[config.mk]
export PLATFORM = sky130hd
export DESIGN_NAME = memStage
export DESIGN_NICKNAME = d
export VERILOG_FILES = /design/src/design/memPkg.sv /design/src/design/addrTranslate.sv /design/src/design/excResolve.sv /design/src/design/loadExtract.sv /design/src/design/memAccessFsm.sv /design/src/design/memStage.sv /design/src/design/storeAlign.sv
export VERILOG_INCLUDE_DIRS = /design/src /design/src/design
export SDC_FILE = /design/constraint.sdc
export NUM_CORES = 1
export LEC_CHECK = 0
export ABC_CLOCK_PERIOD_IN_PS = 5500
export BUFFER_PORTS_ARGS = -buffer_cell sky130_fd_sc_hd__buf_2
export CAP_MARGIN = 20
export CORE_AREA = 3 3 302 304
export DETAILED_ROUTE_END_ITERATION = 16
export DIE_AREA = 0 0 305 307
export HOLD_SLACK_MARGIN = 0.12
export PLACE_DENSITY = 0.42
export SLEW_MARGIN = 5
export SYNTH_ARGS = -nofsm -noshare
export SYNTH_HDL_FRONTEND = slang
export SYNTH_HIERARCHICAL = 1
export SYNTH_SLANG_ARGS = --single-unit
[constraint.sdc]
create_clock -name clk -period 5.5 [get_ports clk]
set_clock_uncertainty 0.2 [all_clocks]
set_input_delay 0 -clock clk [delete_from_list [all_inputs] [get_ports clk]]
set_output_delay 0 -clock clk [all_outputs]
set_load 0.02 [all_outputs]
[src/design/mem_config.svh]
`ifndef MEM_CONFIG_SVH
`define MEM_CONFIG_SVH

// kseg1 is kseg0 with this address bit set
`define UNCACHED_BIT 29

// top bits dropped when mapping kseg0/kseg1 to physical
`define KSEG_MASK_BITS 3

// cp0 cause codes for address errors
// load or fetch
`define EXC_ADEL 5'd4
// store
`define EXC_ADES 5'd5

`endif

[src/design/memPkg.sv]
package memPkg;

    typedef logic [31:0] word_t;

    // access width, encoded as log2 of the byte count
    typedef enum logic [1:0] {
        MSIZE1 = 2'd0,
        MSIZE2 = 2'd1,
        MSIZE4 = 2'd2
    } msize_e;

    // kind of cp0 event a lane carries
    typedef enum logic [1:0] {
        NOEVENT   = 2'd0,
        EXCEPTION = 2'd1,
        INTERRUPT = 2'd2,
        ERET      = 2'd3
    } ctype_e;

    // decoded control for one instruction
    typedef struct packed {
        logic   regWrite;
        logic   memToReg;
        logic   memWrite;
        logic   loWrite;
        logic   hiWrite;
        logic   cp0Write;
        logic   loadUnsigned;
        msize_e msize;
    } ctl_t;

    // what cp0 needs to know about this lane
    typedef struct packed {
        logic       valid;
        ctype_e     ctype;
        logic [4:0] code;
        word_t      badVaddr;
        // instruction sits in a branch delay slot
        logic       isSlot;
    } cp0Ctl_t;

    // execute result for one lane
    typedef struct packed {
        logic       valid;
        word_t      pc;
        logic [4:0] rdst;
        ctl_t       ctl;
        word_t      aluOut;
        word_t      srcb;
        cp0Ctl_t    cp0Ctl;
    } exData_t;

    // data bus request with the physical addr
    typedef struct packed {
        logic       valid;
        word_t      addr;
        logic       uncached;
        msize_e     size;
        logic [3:0] strobe;
        word_t      data;
    } dbusReq_t;

    // dataOk is a one-cycle pulse
    typedef struct packed {
        logic  dataOk;
        word_t data;
    } dbusResp_t;

endpackage

[src/design/addrTranslate.sv]
`include "mem_config.svh"

module addrTranslate import memPkg::*; (
    input  word_t vaddr,
    output word_t paddr,
    output logic  uncached
);

    logic inKseg01;

    // 100 = kseg0, 101 = kseg1
    assign inKseg01 = (vaddr[31:30] == 2'b10);

    // unmapped segments drop their top bits, the rest pass through
    always_comb begin
        paddr = vaddr;
        if (inKseg01) begin
            paddr = {{`KSEG_MASK_BITS{1'b0}}, vaddr[31-`KSEG_MASK_BITS:0]};
        end
    end

    assign uncached = inKseg01 && vaddr[`UNCACHED_BIT];

endmodule

[src/design/excResolve.sv]
`include "mem_config.svh"

module excResolve import memPkg::*; (
    input  exData_t    dataE[2],
    input  logic [1:0] storeMis,
    input  logic [1:0] loadMis,
    output exData_t    dataM[2],
    output logic [1:0] laneGo,
    output logic       excpM
);

    logic [1:0] memOp;
    logic [1:0] misHit;
    logic       squash;

    function automatic logic isTrap(ctype_e t);
        return t == EXCEPTION || t == ERET;
    endfunction

    // turn an address error into a cp0 exception
    function automatic exData_t markMis(exData_t d);
        exData_t r;
        r = d;
        r.cp0Ctl.valid    = 1'b1;
        r.cp0Ctl.ctype    = EXCEPTION;
        r.cp0Ctl.code     = d.ctl.memWrite ? `EXC_ADES : `EXC_ADEL;
        r.cp0Ctl.badVaddr = d.aluOut;
        return r;
    endfunction

    always_comb begin
        for (int i = 0; i < 2; i++) begin
            memOp[i]  = dataE[i].ctl.memWrite || dataE[i].ctl.memToReg;
            misHit[i] = dataE[i].valid &&
                ((dataE[i].ctl.memWrite && storeMis[i]) ||
                 (dataE[i].ctl.memToReg && loadMis[i]));
        end
    end

    // lane 1 is older, so it is resolved first and may kill lane 0
    always_comb begin
        dataM[1] = misHit[1] ? markMis(dataE[1]) : dataE[1];
        squash   = isTrap(dataM[1].cp0Ctl.ctype);
        dataM[0] = dataE[0];
        if (squash) begin
            dataM[0].ctl.regWrite = 1'b0;
            dataM[0].ctl.memToReg = 1'b0;
            dataM[0].ctl.loWrite  = 1'b0;
            dataM[0].ctl.hiWrite  = 1'b0;
            dataM[0].ctl.cp0Write = 1'b0;
            dataM[0].cp0Ctl.valid = 1'b0;
        end else if (misHit[0]) begin
            dataM[0] = markMis(dataE[0]);
        end
    end

    assign laneGo[1] = dataE[1].valid && memOp[1] && !isTrap(dataM[1].cp0Ctl.ctype);
    assign laneGo[0] = dataE[0].valid && memOp[0] && !isTrap(dataM[0].cp0Ctl.ctype)
                       && !squash;

    // interrupts count here too but block nothing on the bus
    assign excpM = (dataM[1].cp0Ctl.ctype != NOEVENT) || (dataM[0].cp0Ctl.ctype != NOEVENT);

endmodule

[src/design/loadExtract.sv]
module loadExtract import memPkg::*; (
    input  logic [1:0] addrLow,
    input  msize_e     size,
    input  logic       isUnsigned,
    input  word_t      raw,
    output word_t      data,
    output logic       misaligned
);

    logic [7:0]  byteSel;
    logic [15:0] halfSel;

    always_comb begin
        case (addrLow)
            2'd0: byteSel = raw[7:0];
            2'd1: byteSel = raw[15:8];
            2'd2: byteSel = raw[23:16];
            default: byteSel = raw[31:24];
        endcase
    end

    assign halfSel = addrLow[1] ? raw[31:16] : raw[15:0];

    always_comb begin
        case (size)
            MSIZE1: begin
                data       = {{24{byteSel[7] & ~isUnsigned}}, byteSel};
                misaligned = 1'b0;
            end
            MSIZE2: begin
                data       = {{16{halfSel[15] & ~isUnsigned}}, halfSel};
                misaligned = addrLow[0];
            end
            default: begin
                data       = raw;
                misaligned = |addrLow;
            end
        endcase
    end

endmodule

[src/design/memAccessFsm.sv]
module memAccessFsm import memPkg::*; (
    input  logic       clk,
    input  logic       rstN,
    input  logic [1:0] laneGo,
    input  dbusReq_t   reqLane[2],
    input  dbusResp_t  dresp,
    output word_t      loadRaw[2],
    output dbusReq_t   dreq,
    output logic       stallM
);

    typedef enum logic [1:0] {
        IDLE  = 2'd0,
        LANE1 = 2'd1,
        LANE0 = 2'd2,
        DONE  = 2'd3
    } state_e;

    state_e state;
    state_e stateNext;

    always_ff @(posedge clk) begin
        if (!rstN) begin
            state <= IDLE;
        end else begin
            state <= stateNext;
        end
    end

    // older lane always goes out first
    always_comb begin
        stateNext = state;
        case (state)
            IDLE: begin
                if (laneGo[1]) begin
                    stateNext = LANE1;
                end else if (laneGo[0]) begin
                    stateNext = LANE0;
                end
            end
            LANE1: begin
                if (dresp.dataOk) begin
                    stateNext = laneGo[0] ? LANE0 : DONE;
                end
            end
            LANE0: begin
                if (dresp.dataOk) begin
                    stateNext = DONE;
                end
            end
            default: stateNext = IDLE;
        endcase
    end

    // request held as a level until dataOk
    always_comb begin
        dreq = '0;
        if (state == LANE1) begin
            dreq       = reqLane[1];
            dreq.valid = 1'b1;
        end else if (state == LANE0) begin
            dreq       = reqLane[0];
            dreq.valid = 1'b1;
        end
    end

    // done drops the stall so upstream steps past this bundle
    assign stallM = (state == LANE1) || (state == LANE0) || (state == IDLE && |laneGo);

    always_ff @(posedge clk) begin
        if (!rstN) begin
            loadRaw[0] <= '0;
            loadRaw[1] <= '0;
        end else if (dresp.dataOk) begin
            if (state == LANE1) begin
                loadRaw[1] <= dresp.data;
            end else if (state == LANE0) begin
                loadRaw[0] <= dresp.data;
            end
        end
    end

endmodule

[src/design/memStage.sv]
module memStage import memPkg::*; (
    input  logic      clk,
    input  logic      rstN,
    input  exData_t   dataE[2],
    output exData_t   dataM[2],
    output word_t     loadData[2],
    output dbusReq_t  dreq,
    input  dbusResp_t dresp,
    output logic      stallM,
    output logic      excpM
);

    word_t      paddr[2];
    logic [1:0] uncached;
    word_t      wdata[2];
    logic [3:0] strobe[2];
    logic [1:0] storeMis;
    logic [1:0] loadMis;
    logic [1:0] laneGo;
    dbusReq_t   reqLane[2];
    word_t      loadRaw[2];

    for (genvar i = 0; i < 2; i++) begin : gLane
        addrTranslate uTrans (
            .vaddr    (dataE[i].aluOut),
            .paddr    (paddr[i]),
            .uncached (uncached[i])
        );

        storeAlign uStore (
            .addrLow    (dataE[i].aluOut[1:0]),
            .srcb       (dataE[i].srcb),
            .size       (dataE[i].ctl.msize),
            .wdata      (wdata[i]),
            .strobe     (strobe[i]),
            .misaligned (storeMis[i])
        );

        // raw is the word captured by the FSM for this lane
        loadExtract uLoad (
            .addrLow    (dataE[i].aluOut[1:0]),
            .size       (dataE[i].ctl.msize),
            .isUnsigned (dataE[i].ctl.loadUnsigned),
            .raw        (loadRaw[i]),
            .data       (loadData[i]),
            .misaligned (loadMis[i])
        );

        // loads go out with no strobe and no data
        always_comb begin
            reqLane[i]          = '0;
            reqLane[i].addr     = paddr[i];
            reqLane[i].uncached = uncached[i];
            reqLane[i].size     = dataE[i].ctl.msize;
            if (dataE[i].ctl.memWrite) begin
                reqLane[i].strobe = strobe[i];
                reqLane[i].data   = wdata[i];
            end
        end
    end

    excResolve uExc (
        .dataE    (dataE),
        .storeMis (storeMis),
        .loadMis  (loadMis),
        .dataM    (dataM),
        .laneGo   (laneGo),
        .excpM    (excpM)
    );

    memAccessFsm uFsm (
        .clk     (clk),
        .rstN    (rstN),
        .laneGo  (laneGo),
        .reqLane (reqLane),
        .dresp   (dresp),
        .loadRaw (loadRaw),
        .dreq    (dreq),
        .stallM  (stallM)
    );

endmodule

[src/design/storeAlign.sv]
module storeAlign import memPkg::*; (
    input  logic [1:0] addrLow,
    input  word_t      srcb,
    input  msize_e     size,
    output word_t      wdata,
    output logic [3:0] strobe,
    output logic       misaligned
);

    logic [3:0] rawStrobe;

    // data is replicated so the bus can pick any byte lane
    always_comb begin
        case (size)
            MSIZE1: begin
                wdata      = {4{srcb[7:0]}};
                rawStrobe  = 4'b0001 << addrLow;
                misaligned = 1'b0;
            end
            MSIZE2: begin
                wdata      = {2{srcb[15:0]}};
                rawStrobe  = addrLow[1] ? 4'b1100 : 4'b0011;
                misaligned = addrLow[0];
            end
            default: begin
                // word, and the unused encoding
                wdata      = srcb;
                rawStrobe  = 4'b1111;
                misaligned = |addrLow;
            end
        endcase
    end

    // a bad store must never touch memory
    assign strobe = misaligned ? 4'b0000 : rawStrobe;

endmodule

==> results of run 1 <==
## worst max path at each step
| stage | slack (ns) | cells after the start | to |
|---|---|---|---|
| after detailed placement | 2.64 | 8 | dataM[179] |
| after global routing | 2.31 | 6 | dreq[25] |
| after global placement | 2.62 | 8 | dataM[177] |
| after floorplan | 3.17 | 10 | uFsm/state[0]$_SDFFE_PN0P_ |
| after CTS | 2.44 | 6 | dreq[25] |
| final | 2.50 | 6 | dreq[25] |
## cell type report
class                   count  area [um^2]
diodes                      4         10.0
repair buffers            862         5520
fillers                 10200        74500
multi-input cells         749         5340
clock buffers              11          233
clock inverters             4         53.8
flip-flops and latches     66         1320
inverters                  14         52.6
well taps                1165         1460
## worst max-delay path: stages (launching register included)
cell and delay (ns):
sky130_fd_sc_hd__dfxtp_1 0.39, sky130_fd_sc_hd__inv_1 0.13, sky130_fd_sc_hd__ha_4 0.31, sky130_fd_sc_hd__nor2b_4 0.82, sky130_fd_sc_hd__buf_12 0.32, sky130_fd_sc_hd__a22o_1 0.22
sky130_fd_sc_hd__buf_2 0.21
## state kept, by name, indices dropped and copies added, names as in the netlist
signal        cells
uFsm/loadRaw     64
uFsm/state        2
## cells in the final DEF, fill, tap and decap left out, drive strengths merged, types with 3 or more instances in the layout
cell           n
a221o         16
nor3           8
dlygate4sd3  226
a22oi          3
and2          84
o21ai         18
ha             6
nor2          17
nand2b         6
mux2         102
inv           14
a22o          84
a2bb2oi       14
mux2i         24
a21o           8
diode          4
nor2b         10
clkbuf        11
a21oi         78
nand2        213
o22a          14
dfxtp         66
and2b         10
a21boi         3
buf          636
## layer usage
layer,global-route usage,share of wire,vias to the layer above
li1,-,-,4838
met1,0.156,0.42,5123
met2,0.218,0.49,561
met3,0.0262,0.070,34
met4,0.0283,0.021,0
met5,0,0,-
## power by group through the flow
stage	sequential [mW]	clock, mW	combinational (mW)
floorplan	0.575	0	1.31
global placement	0.617	0	1.97
detailed placement	0.617	0	1.98
CTS	0.606	0.573	2.16
global route	0.611	0.595	2.25
finish	0.603	0.558	2.11
## metrics by stage
step,utilization,area [um^2]
global placement,0.129,11400
finish,0.158,14000
global route,0.158,14000
CTS,0.158,14000
detailed placement,0.129,11400
floorplan,-,9450
==> impl_results.rst, run 1 <==
.. list-table::
   :header-rows: 1

   * - Metric
     - Value
   * - Outcome
     - completed
   * - Total number of nets in the final design
     - roughly 2,000
   * - RSZ-0062 raised after global routing
     - no
   * - Routed via count
     - roughly 11,000
   * - Slew at the pin closest to its max-slew limit
     - 1.03 ns
   * - Iteration count of the initial detailed-routing pass
     - 5
   * - Area of the die
     - 0.0936 mm^2
   * - Arrival time at the worst endpoint
     - 2.80 ns
   * - Final WL
     - 63,000 um
   * - Detailed placement HPWL
     - between 50,000 and 60,000 um
   * - Synth Net Count
     - around 1,600
   * - Maximum achievable frequency
     - around 0.33 GHz
   * - R2R setup slack
     - just under 3 ns
   * - Min Tclk post-route
     - between 3 and 4 ns
   * - Internal Dissipation
     - 1.62 mW
   * - Number of violations reported at the end of detailed-routing iteration 0
     - 850
   * - Post-synthesis to final-layout area growth
     - 48.0%
   * - Residual DRC
     - 0
   * - Number of standard cells after synthesis
     - 1,207
   * - Net Sw Frac
     - 0.504
   * - Final worst path period share
     - 0.545
   * - Largest net degree at the start of global routing
     - 65
   * - Sum of overflow across all layers after global routing
     - 0
   * - Global-route wire length before repair
     - 83,900 um
   * - Initial antenna violation count
     - 5
   * - Number of pins exceeding their max-slew limit in the final report
     - 0
   * - CTS tree
     - yes
   * - Hold Path Cell Cnt
     - 2
   * - Post-placement worst setup slack
     - 2.64 ns
   * - GRT Resource Usage Total
     - 0.124
   * - Number of levels the H-tree was split into
     - 3
   * - Proportion of layout cells with a drive suffix above 1
     - 0.499
   * - Synthesized cell area
     - about 0.0095 mm^2
   * - Fin cells
     - 2,875
   * - Post-route antenna net violation count
     - 0
   * - Reg-to-Reg End
     - uFsm/loadRaw[57]$_SDFFE_PN0P_
   * - P_leak
     - between 6 and 7 nW
   * - Total chip power
     - about 3.3 mW
   * - Number of global-route vias before repair
     - 10,200
   * - Worst endpoint required time
     - approximately 5.3 ns
   * - Peak supply drop
     - 0.000204 V
   * - Crit end category
     - output pin
   * - Total power per unit cell area
     - 234 mW/mm^2
   * - Width of the die
     - around 300 um
   * - Average footprint of a synthesized cell
     - 7.83 um^2
   * - Clock buffers created by TritonCTS
     - 9
   * - Floorplan core area
     - ~0.089 mm^2
   * - Total number of placement rows
     - about 110
   * - Max clock buf depth
     - 2
   * - Summed negative setup slack over all endpoints
     - 0 ns
   * - Yosys warning total
     - 6
   * - Number of cell instances on the worst register-to-register path
     - 6
   * - Gate power share
     - 0.645
   * - Total of max-cap violations
     - 0
   * - Worst-case hold path end point
     - dataM[259]
   * - Reg power frac
     - 0.184
   * - Class of the worst hold path
     - in -> out
   * - Min-Delay Startpoint
     - dataE[259]
   * - Post-Place Cells
     - between 2,000 and 3,000
   * - Clock-pin transition on the worst setup and hold timing paths
     - 0.05 ns
   * - Final setup viols
     - 0
   * - Power spent charging and discharging nets
     - between 1.5 and 2 mW
   * - Last weighted congestion value of the routability-driven placer
     - approximately 0.86
   * - Launch point of the worst path
     - uFsm/state[1]$_SDFFE_PN0P_
   * - Clock latency at the later pin of the worst-skew pair
     - roughly 0.33 ns
   * - Avg WL per Cell
     - 21.9 um
   * - Post-CTS Repair Setup Buffers
     - 0
   * - Number of instances resized during post-cts repair
     - 0
   * - Critical path class
     - reg -> out
   * - Hold bufs inserted after CTS
     - around 230
   * - Buffer type at the clock tree root
     - sky130_fd_sc_hd__clkbuf_16
   * - Worst Setup Slack, final
     - ~2.5 ns
   * - Die Ht
     - 307 um
   * - Clock group share of total power
     - 0.171
   * - Number of ports placed on the die boundary
     - between 700 and 800
   * - Final number of hold-violating endpoints
     - 0
   * - Slew Limit Headroom
     - 0.316
   * - Effective utilization at floorplan
     - 0.107
   * - Clock Sinks
     - 66
   * - Worst hold slack across all endpoints
     - 0.114 ns
   * - Element type at the critical path start
     - flip-flop
   * - Largest fanout on the critical path
     - 41
   * - Number of buffers inserted by port buffering
     - 620
   * - Via-per-instance ratio
     - 3.67
   * - Worst reg2reg path startpoint
     - uFsm/state[1]$_SDFFE_PN0P_
Note: power is estimated with default switching activity, not from simulation.
==> run 2, diff against run 1 <==
ABC_CLOCK_PERIOD_IN_PS = 2640   (was 5500)
PLACE_DENSITY = 0.43   (was 0.42)
clock period = 2.64 ns   (was 5.5 ns; I/O delays follow)
==> impl_results.rst, run 2 (synthesis gave the netlist of run 1 again) <==
.. list-table::
   :header-rows: 1

   * - Metric
     - Value
   * - CTS tree
     - yes
   * - Crit-path most repeated cell
     - sky130_fd_sc_hd__buf_2
   * - Number of ports placed on the die boundary
     - 781 (unchanged)
   * - Avg WL per Cell
     - 21.6 um (-1.2%)
   * - R2R setup slack
     - 0.79 ns (-2.11 ns)
   * - Worst-case hold path end point
     - dataM[231]
   * - Fin cells
     - 2,898 (+0.80%)
   * - Number of violations reported at the end of detailed-routing iteration 0
     - 707 (-17%)
   * - # fillers
     - 10,200 (+0.0099%)
   * - Number of cell instances on the worst register-to-register path
     - 6 (unchanged)
   * - Most frequent cells in the layout
     - 619 x sky130_fd_sc_hd__buf_2, 229 x sky130_fd_sc_hd__dlygate4sd3_1, 212 x sky130_fd_sc_hd__nand2_1
   * - Area of the die
     - 0.0936 mm^2 (unchanged)
   * - Total of max-cap violations
     - 0 (unchanged)
   * - Global-route wire length before repair
     - 83,000 um (-1.1%)
   * - Hold Path Cell Cnt
     - 2 (unchanged)
   * - Slew at the pin closest to its max-slew limit
     - 0.738 ns (-0.288 ns)
   * - Outcome
     - completed
   * - Highest cell delay on the worst timing path
     - 0.53 ns (-0.29 ns)
   * - Post-synthesis to final-layout area growth
     - 50.8%
   * - Residual DRC
     - 0 (unchanged)
   * - Slew Limit Headroom
     - 0.508 (+0.192)
   * - Min Tclk post-route
     - 2.46 ns
   * - Total power per unit cell area
     - 495 mW/mm^2 (+110%)
   * - Min-Delay Startpoint
     - dataE[231]
   * - Via-per-instance ratio
     - 3.69 (+0.49%)
   * - Clock buffers created by TritonCTS
     - 9 (unchanged)
   * - Maximum achievable frequency
     - approximately 0.41 GHz
   * - Ordered cell list for the critical path
     - dlygate4sd3_1 -> buf_2 -> a22o_1 -> a2111oi_4 -> buf_12 -> mux2_2 -> buf_2
   * - Clock latency at the later pin of the worst-skew pair
     - 0.32 ns (about the same)
   * - Gate power share
     - 0.636 (-0.009)
   * - Flip-flop count of the largest register after layout
     - 64 (unchanged)
   * - Most common library cell in the layout ignoring fill and taps
     - sky130_fd_sc_hd__buf_2
   * - Largest net degree at the start of global routing
     - 69 (+6.2%)
   * - Register with the most flip-flops
     - uFsm/loadRaw
   * - Power spent charging and discharging nets
     - 3.50 mW (+110%)
   * - Area of combinational cells with multiple inputs
     - 0.00534 mm^2 (unchanged)
   * - Top flop regs
     - uFsm/loadRaw (64), uFsm/state (2)
   * - Number of levels the H-tree was split into
     - 3 (unchanged)
   * - Reg-to-Reg End
     - uFsm/loadRaw[63]$_SDFFE_PN0P_
   * - Net Sw Frac
     - 0.496 (-0.00741)
   * - Worst reg2reg path startpoint
     - uFsm/state[0]$_SDFFE_PN0P_
   * - Max clock buf depth
     - 2 (unchanged)
   * - Number of buffers inserted by port buffering
     - 620 (unchanged)
   * - Total number of nets in the final design
     - 2,067 (+0.98%)
   * - Number of pins exceeding their max-slew limit in the final report
     - 0 (unchanged)
   * - Die Ht
     - 307 um (unchanged)
   * - Total number of placement rows
     - 109 (unchanged)
   * - Width of the die
     - 305 um (unchanged)
   * - Crit end category
     - output pin
   * - Final number of hold-violating endpoints
     - 0 (unchanged)
   * - Detailed placement HPWL
     - 50,700 um (+0.23%)
   * - Buffer type at the clock tree root
     - sky130_fd_sc_hd__clkbuf_16
   * - Last weighted congestion value of the routability-driven placer
     - 0.863 (about the same)
   * - GRT Resource Usage Total
     - 0.123 (-0.00172)
   * - Clock group share of total power
     - 0.185 (+0.014)
   * - Arrival time at the worst endpoint
     - 2.26 ns (-0.54 ns)
   * - Kind of cell adding the most delay to the critical path
     - buffers and inverters
   * - Post-Place Cells
     - 2,647 (+0.65%)
   * - Iteration count of the initial detailed-routing pass
     - 5 (unchanged)
   * - P_leak
     - 6.72 nW (+2.1%)
   * - Peak supply drop
     - 0.000290 V (+43%)
   * - Final setup viols
     - 0 (unchanged)
   * - Critical path class
     - in -> out
   * - Effective utilization at floorplan
     - 0.107 (unchanged)
   * - Initial antenna violation count
     - 7 (+2)
   * - Class of the worst hold path
     - in -> out
   * - Element type at the critical path start
     - primary input
   * - Routed via count
     - 10,700 (+1.3%)
   * - Reg power frac
     - 0.179 (-0.005)
   * - Number of instances resized during post-cts repair
     - 0 (unchanged)
   * - Slowest stage cell on the critical path
     - sky130_fd_sc_hd__dlygate4sd3_1
   * - Proportion of layout cells with a drive suffix above 1
     - 0.504 (+0.00552)
   * - Worst endpoint required time
     - 2.44 ns (-2.86 ns)
   * - Final WL
     - 62,700 um (-0.43%)
   * - Internal Dissipation
     - 3.55 mW (+120%)
   * - Crit path buffers/inverters
     - 4 (+1)
   * - Summed negative setup slack over all endpoints
     - 0 ns (unchanged)
   * - Largest fanout on the critical path
     - 34 (-17%)
   * - Clock Sinks
     - 66 (unchanged)
   * - Seq. cell area
     - 0.00132 mm^2 (unchanged)
   * - Post-CTS Repair Setup Buffers
     - 0 (unchanged)
   * - Post-route antenna net violation count
     - 0 (unchanged)
   * - RSZ-0062 raised after global routing
     - no
   * - Hold bufs inserted after CTS
     - 229 (+1.3%)
   * - Number of global-route vias before repair
     - 10,300 (+0.82%)
   * - Sum of overflow across all layers after global routing
     - 0 (unchanged)
   * - Floorplan core area
     - 0.0885 mm^2 (unchanged)
   * - Final worst path period share
     - 0.930
-- run 2: cell count changes in the layout (fill, tap and decap cells not counted), sizes merged --
cell and change:
buf +17, dlygate4sd3 +3, clkinv +2, diode +2, bufinv +1, clkbuf -1, clkinvlp -1
-- run 2: worst max-delay path by stage --
stage                     startpoint  cells past startpoint                         end
after floorplan           dataE[106]                     10  uFsm/state[0]$_SDFFE_PN0P_
after global placement    dataE[225]                     10  uFsm/state[0]$_SDFFE_PN0P_
after detailed placement  dataE[225]                     10  uFsm/state[0]$_SDFFE_PN0P_
after CTS                 dataE[112]                      7                  dataM[170]
after global routing      dataE[225]                     10                      stallM
final                     dataE[112]                      7                  dataM[170]
-- run 2: layout make-up --
cell class,count,share of cell area
Inverter,14,0.00369
Antenna cell,6,0.00105
Tap cell,1165,0.102
Multi-Input combinational cell,749,0.375
Clock inverter,6,0.00632
Timing Repair Buffer,882,0.402
Sequential cell,66,0.0927
Clock buffer,10,0.0168
-- run 2: per-stage QoR --
stage	hold slack [ns]	util	setup WS, ns	power, mW	area, um^2
2_1_floorplan	-0.0874	-	0.307	3.94	9450
3_3_place_gp	-0.200	0.131	0.244	5.50	11600
3_5_place_dp	-0.200	0.131	0.216	5.49	11600
4_1_cts	0.121	0.161	0.195	7.18	14200
5_1_grt	0.124	0.161	0.137	7.41	14200
6_report	0.118	0.161	0.184	7.05	14300
-- run 2: power groups by stage --
| stage | clock [mW] | combinational, mW | sequential [mW] |
|---|---|---|---|
| floorplan | 0 | 2.74 | 1.20 |
| global placement | 0 | 4.21 | 1.29 |
| detailed placement | 0 | 4.20 | 1.28 |
| CTS | 1.33 | 4.59 | 1.26 |
| global route | 1.37 | 4.78 | 1.27 |
| finish | 1.31 | 4.48 | 1.26 |
-- run 2: per-layer routing --
| layer | share of wire | vias up | routed length [um] | global-route usage |
|---|---|---|---|---|
| met5 | 0.00019 | - | 12 | 0 |
| met1 | 0.41 | 5126 | 25800 | 0.153 |
| li1 | - | 4877 | - | - |
| met3 | 0.074 | 74 | 4620 | 0.0244 |
| met4 | 0.037 | 2 | 2340 | 0.0442 |
| met2 | 0.48 | 614 | 29900 | 0.209 |
